### src/vga_timing_pkg.sv
`default_nettype none

package vga_timing_pkg;

   // ------------------------------------------------------------
   // default video timing, 640x480 at a 36 MHz pixel clock
   // ------------------------------------------------------------
   localparam logic [9:0] def_h_active = 10'd640;
   localparam logic [9:0] def_v_active = 10'd480;

   // horizontal blanking lengths in pixels
   localparam logic [9:0] def_h_fp     = 10'd32;
   localparam logic [9:0] def_h_sync   = 10'd48;
   localparam logic [9:0] def_h_bp     = 10'd112;

   // vertical blanking lengths in lines
   localparam logic [9:0] def_v_fp     = 10'd1;
   localparam logic [9:0] def_v_sync   = 10'd3;
   localparam logic [9:0] def_v_bp     = 10'd25;

   // ------------------------------------------------------------
   // position and sync streams shared by all blocks
   // ------------------------------------------------------------
   // x and y read zero while active is low
   typedef struct packed {
      logic       active;
      logic [9:0] x;
      logic [9:0] y;
   } pos_t;

   // syncs are active low
   // frame_start marks both counters at zero
   typedef struct packed {
      logic hsync;
      logic vsync;
      logic frame_start;
   } sync_t;

endpackage

`default_nettype wire

### src/pixel_pkg.sv
`default_nettype none

package pixel_pkg;

   // one bit per channel
   typedef struct packed {
      logic r;
      logic g;
      logic b;
   } rgb_t;

   // how the sprite lands on the bars
   typedef enum logic [1:0] {
      bars_only        = 2'd0,
      sprite_over_bars = 2'd1,
      sprite_xor_bars  = 2'd2,
      sprite_only      = 2'd3
   } mix_mode_t;

   // ------------------------------------------------------------
   // standard color bars, left to right
   // ------------------------------------------------------------
   // white yellow cyan green magenta red blue black
   localparam rgb_t [0:7] bar_table = '{
      3'b111,
      3'b110,
      3'b011,
      3'b010,
      3'b101,
      3'b100,
      3'b001,
      3'b000
   };

endpackage

`default_nettype wire

### src/vga_sync.sv
`default_nettype none

module vga_sync #(
   parameter logic [9:0] h_active = vga_timing_pkg::def_h_active,
   parameter logic [9:0] v_active = vga_timing_pkg::def_v_active,
   parameter logic [9:0] h_fp     = vga_timing_pkg::def_h_fp,
   parameter logic [9:0] h_sync   = vga_timing_pkg::def_h_sync,
   parameter logic [9:0] h_bp     = vga_timing_pkg::def_h_bp,
   parameter logic [9:0] v_fp     = vga_timing_pkg::def_v_fp,
   parameter logic [9:0] v_sync   = vga_timing_pkg::def_v_sync,
   parameter logic [9:0] v_bp     = vga_timing_pkg::def_v_bp
) (
   input  wire logic                  clk_36MHz,
   input  wire logic                  rst,
   input  wire pixel_pkg::rgb_t       mix_rgb,
   output vga_timing_pkg::pos_t       pos,
   output vga_timing_pkg::sync_t      sync,
   output logic                       red,
   output logic                       green,
   output logic                       blue
);

   // blanking comes first on both axes, then active video
   localparam logic [9:0] h_blank = h_fp + h_sync + h_bp;
   localparam logic [9:0] v_blank = v_fp + v_sync + v_bp;
   localparam logic [9:0] h_total = h_blank + h_active;
   localparam logic [9:0] v_total = v_blank + v_active;

   logic [9:0] hc;
   logic [9:0] vc;
   logic       active_now;

   // ------------------------------------------------------------
   // line and frame counters
   // ------------------------------------------------------------
   always_ff @(posedge clk_36MHz)
   begin
      if (rst)
      begin
         hc <= '0;
         vc <= '0;
      end
      else if (hc == h_total - 10'd1)
      begin
         // end of line, step to the next one
         hc <= '0;
         if (vc == v_total - 10'd1)
            vc <= '0;
         else
            vc <= vc + 10'd1;
      end
      else
      begin
         hc <= hc + 10'd1;
      end
   end

   // ------------------------------------------------------------
   // sync pulses straight from the counters
   // ------------------------------------------------------------
   // low only inside the sync window after front porch
   assign sync.hsync       = !((hc >= h_fp) && (hc < h_fp + h_sync));
   assign sync.vsync       = !((vc >= v_fp) && (vc < v_fp + v_sync));
   assign sync.frame_start = (hc == 10'd0) && (vc == 10'd0);

   // active once all blanking on both axes is past
   assign active_now = (hc >= h_blank) && (vc >= v_blank);

   // ------------------------------------------------------------
   // registered position and blanked color pins
   // ------------------------------------------------------------
   always_ff @(posedge clk_36MHz)
   begin
      if (rst)
      begin
         pos <= '0;
      end
      else
      begin
         pos.active <= active_now;
         // zero outside active video
         pos.x <= active_now ? hc - h_blank : 10'd0;
         pos.y <= active_now ? vc - v_blank : 10'd0;
      end
   end

   // color follows pos by one cycle
   always_ff @(posedge clk_36MHz)
   begin
      if (rst || !pos.active)
      begin
         red   <= 1'b0;
         green <= 1'b0;
         blue  <= 1'b0;
      end
      else
      begin
         red   <= mix_rgb.r;
         green <= mix_rgb.g;
         blue  <= mix_rgb.b;
      end
   end

endmodule

`default_nettype wire

### src/bar_pattern.sv
`default_nettype none

module bar_pattern #(
   parameter logic [9:0] bar_width = 10'd80
) (
   input  wire logic                 clk_36MHz,
   input  wire logic                 rst,
   input  wire vga_timing_pkg::pos_t pos,
   output pixel_pkg::rgb_t           bar_rgb
);

   // pixels seen so far in the current bar
   logic [9:0] bar_cnt;
   // which of the eight bars the current pixel falls in
   logic [2:0] bar_idx;

   // ------------------------------------------------------------
   // running x / bar_width without a divider
   // ------------------------------------------------------------
   // state holds the count of active pixels before this one
   always_ff @(posedge clk_36MHz)
   begin
      if (rst || !pos.active)
      begin
         // blanking restarts the line
         bar_cnt <= '0;
         bar_idx <= '0;
      end
      else if (bar_cnt == bar_width - 10'd1)
      begin
         bar_cnt <= '0;
         bar_idx <= bar_idx + 3'd1;
      end
      else
      begin
         bar_cnt <= bar_cnt + 10'd1;
      end
   end

   // table lookup for the pixel of this cycle
   assign bar_rgb = pixel_pkg::bar_table[bar_idx];

endmodule

`default_nettype wire

### src/sprite_box.sv
`default_nettype none

module sprite_box #(
   parameter logic [9:0] h_active    = vga_timing_pkg::def_h_active,
   parameter logic [9:0] v_active    = vga_timing_pkg::def_v_active,
   parameter logic [9:0] sprite_size = 10'd32
) (
   input  wire logic                  clk_36MHz,
   input  wire logic                  rst,
   input  wire vga_timing_pkg::pos_t  pos,
   input  wire vga_timing_pkg::sync_t sync,
   output logic                       hit
);

   // far limits for the top left corner
   localparam logic [9:0] x_max = h_active - sprite_size;
   localparam logic [9:0] y_max = v_active - sprite_size;

   // corner of the square
   logic [9:0] sx;
   logic [9:0] sy;
   // 1 means right, 1 means down
   logic       dir_x;
   logic       dir_y;

   // ------------------------------------------------------------
   // motion, one pixel per frame on each axis
   // ------------------------------------------------------------
   always_ff @(posedge clk_36MHz)
   begin
      if (rst)
      begin
         sx    <= '0;
         sy    <= '0;
         dir_x <= 1'b1;
         dir_y <= 1'b1;
      end
      else if (sync.frame_start)
      begin
         // horizontal axis
         if (dir_x)
         begin
            if (sx >= x_max)
            begin
               // bounce off the right edge
               dir_x <= 1'b0;
               sx    <= sx - 10'd1;
            end
            else
               sx <= sx + 10'd1;
         end
         else if (sx == 10'd0)
         begin
            // bounce off the left edge
            dir_x <= 1'b1;
            sx    <= sx + 10'd1;
         end
         else
            sx <= sx - 10'd1;

         // vertical axis
         if (dir_y)
         begin
            if (sy >= y_max)
            begin
               dir_y <= 1'b0;
               sy    <= sy - 10'd1;
            end
            else
               sy <= sy + 10'd1;
         end
         else if (sy == 10'd0)
         begin
            dir_y <= 1'b1;
            sy    <= sy + 10'd1;
         end
         else
            sy <= sy - 10'd1;
      end
   end

   // ------------------------------------------------------------
   // per pixel hit test against the square
   // ------------------------------------------------------------
   assign hit = pos.active
                && (pos.x >= sx) && (pos.x < sx + sprite_size)
                && (pos.y >= sy) && (pos.y < sy + sprite_size);

endmodule

`default_nettype wire

### src/pixel_mixer.sv
`default_nettype none

module pixel_mixer (
   input  wire logic                  clk_36MHz,
   input  wire logic                  rst,
   input  wire pixel_pkg::mix_mode_t  mode,
   input  wire pixel_pkg::rgb_t       sprite_rgb,
   input  wire vga_timing_pkg::sync_t sync,
   input  wire pixel_pkg::rgb_t       bar_rgb,
   input  wire logic                  hit,
   output pixel_pkg::rgb_t            mix_rgb
);

   // mode held for a whole frame
   pixel_pkg::mix_mode_t mode_q;

   // sampled only at frame start, which lies in blanking
   always_ff @(posedge clk_36MHz)
   begin
      if (rst)
         mode_q <= pixel_pkg::bars_only;
      else if (sync.frame_start)
         mode_q <= mode;
   end

   // ------------------------------------------------------------
   // merge rule
   // ------------------------------------------------------------
   always_comb
   begin
      case (mode_q)
         pixel_pkg::sprite_over_bars:
            mix_rgb = hit ? sprite_rgb : bar_rgb;
         pixel_pkg::sprite_xor_bars:
            mix_rgb = hit ? (bar_rgb ^ sprite_rgb) : bar_rgb;
         pixel_pkg::sprite_only:
            // black around the square
            mix_rgb = hit ? sprite_rgb : 3'b000;
         default:
            mix_rgb = bar_rgb;
      endcase
   end

endmodule

`default_nettype wire

### src/vga_top.sv
`default_nettype none

module vga_top #(
   parameter logic [9:0] h_active    = vga_timing_pkg::def_h_active,
   parameter logic [9:0] v_active    = vga_timing_pkg::def_v_active,
   parameter logic [9:0] h_fp        = vga_timing_pkg::def_h_fp,
   parameter logic [9:0] h_sync      = vga_timing_pkg::def_h_sync,
   parameter logic [9:0] h_bp        = vga_timing_pkg::def_h_bp,
   parameter logic [9:0] v_fp        = vga_timing_pkg::def_v_fp,
   parameter logic [9:0] v_sync      = vga_timing_pkg::def_v_sync,
   parameter logic [9:0] v_bp        = vga_timing_pkg::def_v_bp,
   parameter logic [9:0] sprite_size = 10'd32
) (
   input  wire logic                 clk_36MHz,
   input  wire logic                 rst,
   input  wire pixel_pkg::mix_mode_t mode,
   input  wire pixel_pkg::rgb_t      sprite_rgb,
   output logic                      hsync,
   output logic                      vsync,
   output logic                      red,
   output logic                      green,
   output logic                      blue,
   output logic                      active,
   output logic [9:0]                x,
   output logic [9:0]                y
);

   // eight equal bars across the line
   localparam logic [9:0] bar_width = h_active / 10'd8;

   vga_timing_pkg::pos_t  pos;
   vga_timing_pkg::sync_t sync;
   pixel_pkg::rgb_t       bar_rgb;
   pixel_pkg::rgb_t       mix_rgb;
   logic                  hit;

   // ------------------------------------------------------------
   // timing and color output
   // ------------------------------------------------------------
   vga_sync #(
      .h_active (h_active),
      .v_active (v_active),
      .h_fp     (h_fp),
      .h_sync   (h_sync),
      .h_bp     (h_bp),
      .v_fp     (v_fp),
      .v_sync   (v_sync),
      .v_bp     (v_bp)
   ) u_sync (
      .clk_36MHz (clk_36MHz),
      .rst       (rst),
      .mix_rgb   (mix_rgb),
      .pos       (pos),
      .sync      (sync),
      .red       (red),
      .green     (green),
      .blue      (blue)
   );

   // ------------------------------------------------------------
   // picture sources and mixer
   // ------------------------------------------------------------
   bar_pattern #(
      .bar_width (bar_width)
   ) u_bars (
      .clk_36MHz (clk_36MHz),
      .rst       (rst),
      .pos       (pos),
      .bar_rgb   (bar_rgb)
   );

   sprite_box #(
      .h_active    (h_active),
      .v_active    (v_active),
      .sprite_size (sprite_size)
   ) u_sprite (
      .clk_36MHz (clk_36MHz),
      .rst       (rst),
      .pos       (pos),
      .sync      (sync),
      .hit       (hit)
   );

   pixel_mixer u_mixer (
      .clk_36MHz  (clk_36MHz),
      .rst        (rst),
      .mode       (mode),
      .sprite_rgb (sprite_rgb),
      .sync       (sync),
      .bar_rgb    (bar_rgb),
      .hit        (hit),
      .mix_rgb    (mix_rgb)
   );

   // struct fields out to the pins
   assign hsync  = sync.hsync;
   assign vsync  = sync.vsync;
   assign active = pos.active;
   assign x      = pos.x;
   assign y      = pos.y;

endmodule

`default_nettype wire

### config.mk
export PLATFORM = sky130hd
export DESIGN_NAME = vga_top
export DESIGN_NICKNAME = d
export VERILOG_FILES = /design/src/vga_timing_pkg.sv /design/src/pixel_pkg.sv /design/src/vga_sync.sv /design/src/bar_pattern.sv /design/src/sprite_box.sv /design/src/pixel_mixer.sv /design/src/vga_top.sv
export SDC_FILE = /design/constraint.sdc
export NUM_CORES = 1
export LEC_CHECK = 0
export ABC_AREA = 1
export BUFFER_PORTS_ARGS = -buffer_cell sky130_fd_sc_hd__buf_4
export CORE_UTILIZATION = 55
export CTS_CLUSTER_DIAMETER = 120
export CTS_CLUSTER_SIZE = 25
export DETAILED_ROUTE_END_ITERATION = 7
export PLACE_DENSITY = 0.74
export REMOVE_ABC_BUFFERS = 1
export SETUP_SLACK_MARGIN = 0.3
export SYNTH_ARGS = -nofsm -noshare
export SYNTH_HDL_FRONTEND = slang
export SYNTH_SLANG_ARGS = --single-unit
### constraint.sdc
create_clock -name clk_36MHz -period 2.3 [get_ports clk_36MHz]
set_input_delay 0.115 -clock clk_36MHz [delete_from_list [all_inputs] [get_ports clk_36MHz]]
set_output_delay 0.115 -clock clk_36MHz [all_outputs]
set_load 0.01 [all_outputs]
==> flow_summary.ini, run 1 <==
[sta]
setup_tns_ns = 0
hold_viol = 0
holdWs_ns = 0.02275
rsz0062_at_grt = yes
fin_crit_sh_pct = 98.63
slew_headroom_pct = 63.25
max_freq_mhz = 440.8
final_max_slew_viol_count = 0
setup_viol = 0
tightestPinTransition_ns = 0.5470
period_needed_ns = 2.268
finClkSkew_ns = 0.01233

[floorplanning]
rows = 34
io_pins = 33
initial_core_util_pct = 56.73
core_area_mm2 = 0.008721
die_x_um = 96.84
dieArea_mm2 = 0.009378
die_y_um = 96.84

[placement]
post_dp_cell_area_mm2 = 0.005404
portBuffers = 32
place_inst = 851
place.gp.congestion = 0.9070
post-dp-hpwl_um = 8700

[logic_synthesis]
yosys_most_used_dff = dfxtp_1
yosys_warnings = 0
ys_seq_elements = 81
seq_area_frac_synth_pct = 32.78
syn-cell-area_mm2 = 0.004947
yosys.cell_count.top_type = nand2_1
synth_cell_types = 39
syn_avg_cell_area_um2 = 7.037
postSynthCellCount = 703
async_reset_ff_share_pct = 0
synth_top_cells_by_count = nand2_1 (136), inv_1 (96), dfxtp_1 (81)
synth_top_area_share_pct = 32.78
synth_edf_count = 0
synth_top_cell_by_area = dfxtp_1
yosys-top-cells-area = dfxtp_1 (33%), ha_1 (13%), nand2_1 (10%)

[layout]
syn_to_final_growth_pct = 21.52
design_area_mm2 = 0.006012
final_layout_size_suffix_gt1_share_pct = 20.75
fillers = 740
fin_nets = 828
register_area_mm2 = 0.001644
final_cells = 884
multi_input_area_mm2 = 0.003114
diodes = 0

[pwr]
clock_power_share_pct = 29.5
pwr-share-comb_pct = 24.9
power_switching_uw = 1116
peakVddDrop_uv = 334.7
leakage_uw = 0.002712
swShare_pct = 33.52
internal_power_uw = 2214
pwr_density_cell_mw_per_mm2 = 553.8
pwr-share-seq_pct = 45.6

[global_route]
grt_pass1_wl_um = 19640
grt_pass1_vias = 4382
track_usage_pct = 25.47
gr-total-overflow = 0
grt_max_degree = 23
antenna_found_initial = 0

[setup_path]
cpPeakStageDelay_ns = 0.38
crit_required_ns = 2.57
start_kind = register
crit_path_end_kind = register
r2r-end = u_sync.blue
critPathSlowestCell = dfxtp_4
reg2reg_setup_slack_ns = 0.03
path_cells = ha_4 -> nand2_4 -> nor2_4 -> xor2_1 -> ha_1 -> nand4_1 -> nand3_1 -> nor2_1 -> nand3_2 -> nor2_4 -> buf_6 -> nand3_2 -> nand3_2 -> nand3_1 -> nand2_1 -> inv_1
startpoint = u_sprite.sx[6]
reg2reg_depth = 16
timing_worst_setup_path_type = register to register
path_max_fanout = 5
cp_common_cell = nand3_2
cp.arrival_ns = 2.54
r2r-start = u_sprite.sx[6]

[drt]
num_vias = 4813
via_per_inst = 5.445
drt_wl_total_um = 12400
drc = 0
ant_nets = 0
wl_per_cell_um = 14.03
dr.first_iter.drc_count = 201
dr.pass1.iters = 4

[cts]
h-tree-depth = 3
clk_pin_slew_ns = 0.09
clock_sinks = 81
clockBufferDepth = 2
cts_made_buffers = 9
root_buffer = clkbuf_8
cts_tree = yes
hold_buffers = 0
clkLatencyLatePin_ns = 0.36

[run]
drv_cap = 0

[hold_path]
hp-start = rst
hold_path_depth = 2
min_to = u_sprite.sy[5]
hp-class = input pin to register

[outcome]
run_status = finished, final reports clean
[logic make-up (layout without fill, tap and decap cells)]
| group | count (synthesis) | after routing | share of synthesized area, % |
|---|---|---|---|
| fa+ha+maj | 50 | 50 | 12.65 |
| compound gates | 119 | 119 | 12.82 |
| simple gates | 315 | 315 | 28.45 |
| buf+inv | 115 | 188 | 9.231 |
| flops | 81 | 81 | 32.78 |
| xor+xnor | 23 | 23 | 4.072 |
[per-stage QoR]
| step | setup WS, ns | utilization, % | power (µW) |
|---|---|---|---|
| 4_1_cts | 0.07570 | 65.21 | 3226 |
| 3_5_place_dp | -0.04515 | 61.97 | 2228 |
| 3_3_place_gp | 0.06085 | 61.97 | 2200 |
| 2_1_floorplan | -0.1305 | - | 2024 |
| 6_report | 0.03161 | 68.94 | 3330 |
| 5_1_grt | -0.09543 | 68.94 | 3505 |
[timing repair]
| action | in CTS | in global routing |
|---|---|---|
| pin swaps | 14 | 24 |
| buffers inserted | 2 | 15 |
| resized for setup | 26 | 61 |
| gates cloned | 0 | 0 |
| setup endpoints to repair | 6 | 55 |
[layout by cell type (no fill, tap or decap), drive strengths merged, types with 8 or more instances in the layout]
| cell | Yosys | routed |
|---|---|---|
| nand4 | 8 | 8 |
| ha | 50 | 50 |
| buf | 7 | 69 |
| inv | 100 | 102 |
| o21ai | 38 | 38 |
| nand3 | 56 | 56 |
| xor2 | 19 | 19 |
| nor2 | 78 | 78 |
| nor3 | 22 | 22 |
| a21oi | 68 | 68 |
| dfxtp | 81 | 81 |
| nand2 | 137 | 137 |
| clkbuf | 5 | 11 |
[final cells by class]
type / instances / share of cell area, %
multi-input cells: 507 / 51.80
clock buffers: 11 / 2.352
clock inverters: 5 / 0.6660
inverters: 103 / 6.535
repair buffers: 69 / 9.053
well taps: 108 / 2.248
flip-flops and latches: 81 / 27.35
[power by group through the flow]
stage | Sequential (µW) | Clock, µW | Combinational [µW]
2_1_floorplan | 1530 | 0 | 496
3_3_place_gp | 1530 | 0 | 668
3_5_place_dp | 1530 | 0 | 694
4_1_cts | 1510 | 1000 | 717
5_1_grt | 1530 | 1050 | 929
6_report | 1520 | 983 | 828
[metal layers]
| metal | part of all wire, % | wire length (µm) | GRT usage [%] |
|---|---|---|---|
| met5 | 0 | 0 | 0 |
| met4 | 2.1 | 263 | 9.989 |
| met3 | 3.9 | 479 | 4.480 |
| met2 | 50 | 6198 | 44.64 |
| met1 | 44 | 5461 | 30.81 |
[state kept, by name, indices dropped and copies added (netlist names), 2 cells and up]
name            flops
u_bars.bar_cnt     10
u_sprite.sx        10
u_mixer.mode_q      2
u_sprite.sy        10
u_sync.pos         21
u_bars.bar_idx      3
u_sync.vc          10
u_sync.hc          10
[critical path: cells and delay by family, from the launching register on]
kind / cells / cell delay (ns)
AND/OR/NAND/NOR: 11 / 1.03
adder cells (fa/ha/maj): 2 / 0.44
flip-flops: 1 / 0.38
buffers and inverters: 2 / 0.18
XOR/XNOR: 1 / 0.16
[how the worst max path moves through the flow]
stage,cells past startpoint,slack [ns],to
global route,16,-0.1,u_sync.red
detailed placement,15,-0.05,u_sync.red
floorplan,17,-0.13,u_sync.blue
global placement,16,0.06,u_sync.red
finish,16,0.03,u_sync.blue
CTS,16,0.08,u_sync.red
(Power assumes the default switching activity.)
==> run 2, diff against run 1 <==
--- a/config.mk
+++ b/config.mk
@@ -12,6 +12,7 @@
 export CTS_CLUSTER_SIZE = 25
 export DETAILED_ROUTE_END_ITERATION = 7
 export PLACE_DENSITY = 0.74
+export RECOVER_POWER = 25
 export REMOVE_ABC_BUFFERS = 1
 export SETUP_SLACK_MARGIN = 0.3
 export SYNTH_ARGS = -nofsm -noshare
==> run 2 against run 1 <==
Against the previous run: non-clock buffer count stayed put; hold slack is essentially flat; register-to-register slack barely moved; power fell by 0.11%; clock-buffer cell count stayed put; sequential share of layout area grew 0.44 points; design area decreased by 1.6%; core utilization fell by 1.1 points; worst setup slack got worse by 0.0015 ns; via count rose by 0.62%; critical path type unchanged; critical endpoint unchanged; largest cell class unchanged.
==> flow_summary.ini, run 2 (synthesized netlist as in run 1, its figures left out) <==
[outcome]
run_status = finished, final reports clean

[setup_path]
timing_worst_setup_path_type = register to register
r2r-start = u_sprite.sx[6]
path_max_fanout = 5
reg2reg_depth = 16
critPathSlowestCell = dfxtp_4
start_kind = register
cp.arrival_ns = 2.54
cpPeakStageDelay_ns = 0.38
reg2reg_setup_slack_ns = 0.03
cp_common_cell = nand3_2
crit_required_ns = 2.57
path_cells = ha_4 -> nand2_4 -> nor2_4 -> xor2_1 -> ha_1 -> nand4_1 -> nand3_1 -> nor2_1 -> nand3_2 -> nor2_4 -> buf_6 -> nand3_2 -> nand3_2 -> nand3_1 -> nand2_1 -> inv_1
r2r-end = u_sync.blue
startpoint = u_sprite.sx[6]
crit_path_end_kind = register
endpoint = u_sync.blue

[floorplanning]
dieArea_mm2 = 0.009378
core_area_mm2 = 0.008721
rows = 34
die_x_um = 96.84
die_y_um = 96.84
initial_core_util_pct = 56.73
io_pins = 33

[sta]
holdWs_ns = 0.02281
rsz0062_at_grt = yes
finClkSkew_ns = 0.01297
period_needed_ns = 2.270
slew_headroom_pct = 64.06
tightestPinTransition_ns = 0.5351
setup_viol = 0
max_freq_mhz = 440.5
fin_crit_sh_pct = 98.69
final_max_slew_viol_count = 0
hold_viol = 0

[pwr]
leakage_uw = 0.002609
peakVddDrop_uv = 317.3
p_total_uw = 3326
pwr_density_cell_mw_per_mm2 = 562.4

[cts]
hold_buffers = 0
clkLatencyLatePin_ns = 0.36
h-tree-depth = 3
root_buffer = clkbuf_8
clockBufferDepth = 2
cts_made_buffers = 9
clk_pin_slew_ns = 0.09
cts_tree = yes
clock_sinks = 81

[layout]
layout_commonest_cell = nand2_1
largest_register_ff_count = 21
final_cell_mix = nand2_1 (127), inv_1 (91), dfxtp_1 (70)
fillers = 767
final_layout_size_suffix_gt1_share_pct = 17.40
diodes = 0
multi_input_area_mm2 = 0.003107
register_area_mm2 = 0.001643
fin_nets = 828
regMostFlops = u_sync.pos
syn_to_final_growth_pct = 19.52

[global_route]
gr-total-overflow = 0
grt_pass1_wl_um = 19640
grt_max_degree = 23
grt_pass1_vias = 4382
antenna_found_initial = 0
track_usage_pct = 25.47

[drt]
drc = 0
ant_nets = 0
num_vias = 4843
dr.first_iter.drc_count = 193
via_per_inst = 5.479
wl_per_cell_um = 14.02
dr.pass1.iters = 5
drt_wl_total_um = 12400

[placement]
post-dp-hpwl_um = 8700
portBuffers = 32
place.gp.congestion = 0.9070

[run]
drv_cap = 0

[hold_path]
hp-class = input pin to register
## run 2: cell types whose count changed in the layout (fill, tap and decap cells not counted), sizes merged
| cell | delta |
|---|---|
| buf | -24 |
| clkbuf | +24 |
## run 2: power by group
part / internal (µW) / total [µW] / switching, µW / leakage, µW
clock network: 428 / 979 / 552 / 0.0000822
logic: 329 / 828 / 499 / 0.00187
registers: 1460 / 1520 / 62.3 / 0.000661
## run 2: critical path: cells and delay by family (launching register included)
family | cells | cell delay [ns]
adders and majority gates | 2 | 0.44
DFF | 1 | 0.38
buffers and inverters | 2 | 0.18
and+or+nand+nor | 11 | 1.03
xor gates and xnor gates | 1 | 0.16
## run 2: layer usage
metal	routed length (µm)	vias up	global-route usage, %	part of all wire [%]
li1	-	2437	-	-
met1	5445	2253	30.81	44
met2	6215	131	44.64	50
met3	475	22	4.480	3.8
met4	258	0	9.989	2.1
met5	0	-	0	0
## run 2: final cells by class
cell class | instances | area share, %
Clock buffer | 11 | 2.391
Inverter | 103 | 6.644
Timing Repair Buffer | 69 | 7.681
Tap cell | 108 | 2.285
Clock inverter | 5 | 0.6771
Sequential cell | 81 | 27.78
Multi-Input combinational cell | 507 | 52.54
## run 2: how the worst min path moves through the flow
stage,startpoint,end,slack (ns),cells past startpoint
floorplan,rst,u_sprite.sy[5],0.18,1
global route,rst,u_sprite.sy[5],0.03,2
detailed placement,rst,u_sprite.sy[5],0.41,2
global placement,rst,u_sprite.sy[5],0.40,2
finish,rst,u_sprite.sy[5],0.02,2
CTS,rst,u_sprite.sy[5],0.008,2
## run 2: what timing repair did
item                                    CTS  global route
gates resized for setup                  26            61
pin swaps                                14            24
endpoints found under the setup margin    6            55
buffers inserted                          2            15
## run 2: through the flow
stage / utilization, % / worst slack, ns / cell area [µm²] / TNS [ns] / std cells
after CTS: 65.21 / 0.07570 / 5687 / 0 / 869
after floorplan: - / -0.1305 / 4878 / -0.3328 / 691
after detailed placement: 61.97 / -0.04515 / 5404 / -0.1015 / 851
final: 67.80 / 0.03010 / 5913 / 0 / 884
after global routing: 67.80 / -0.09543 / 5913 / -0.2640 / 884
after global placement: 61.97 / 0.06085 / 5404 / 0 / 851
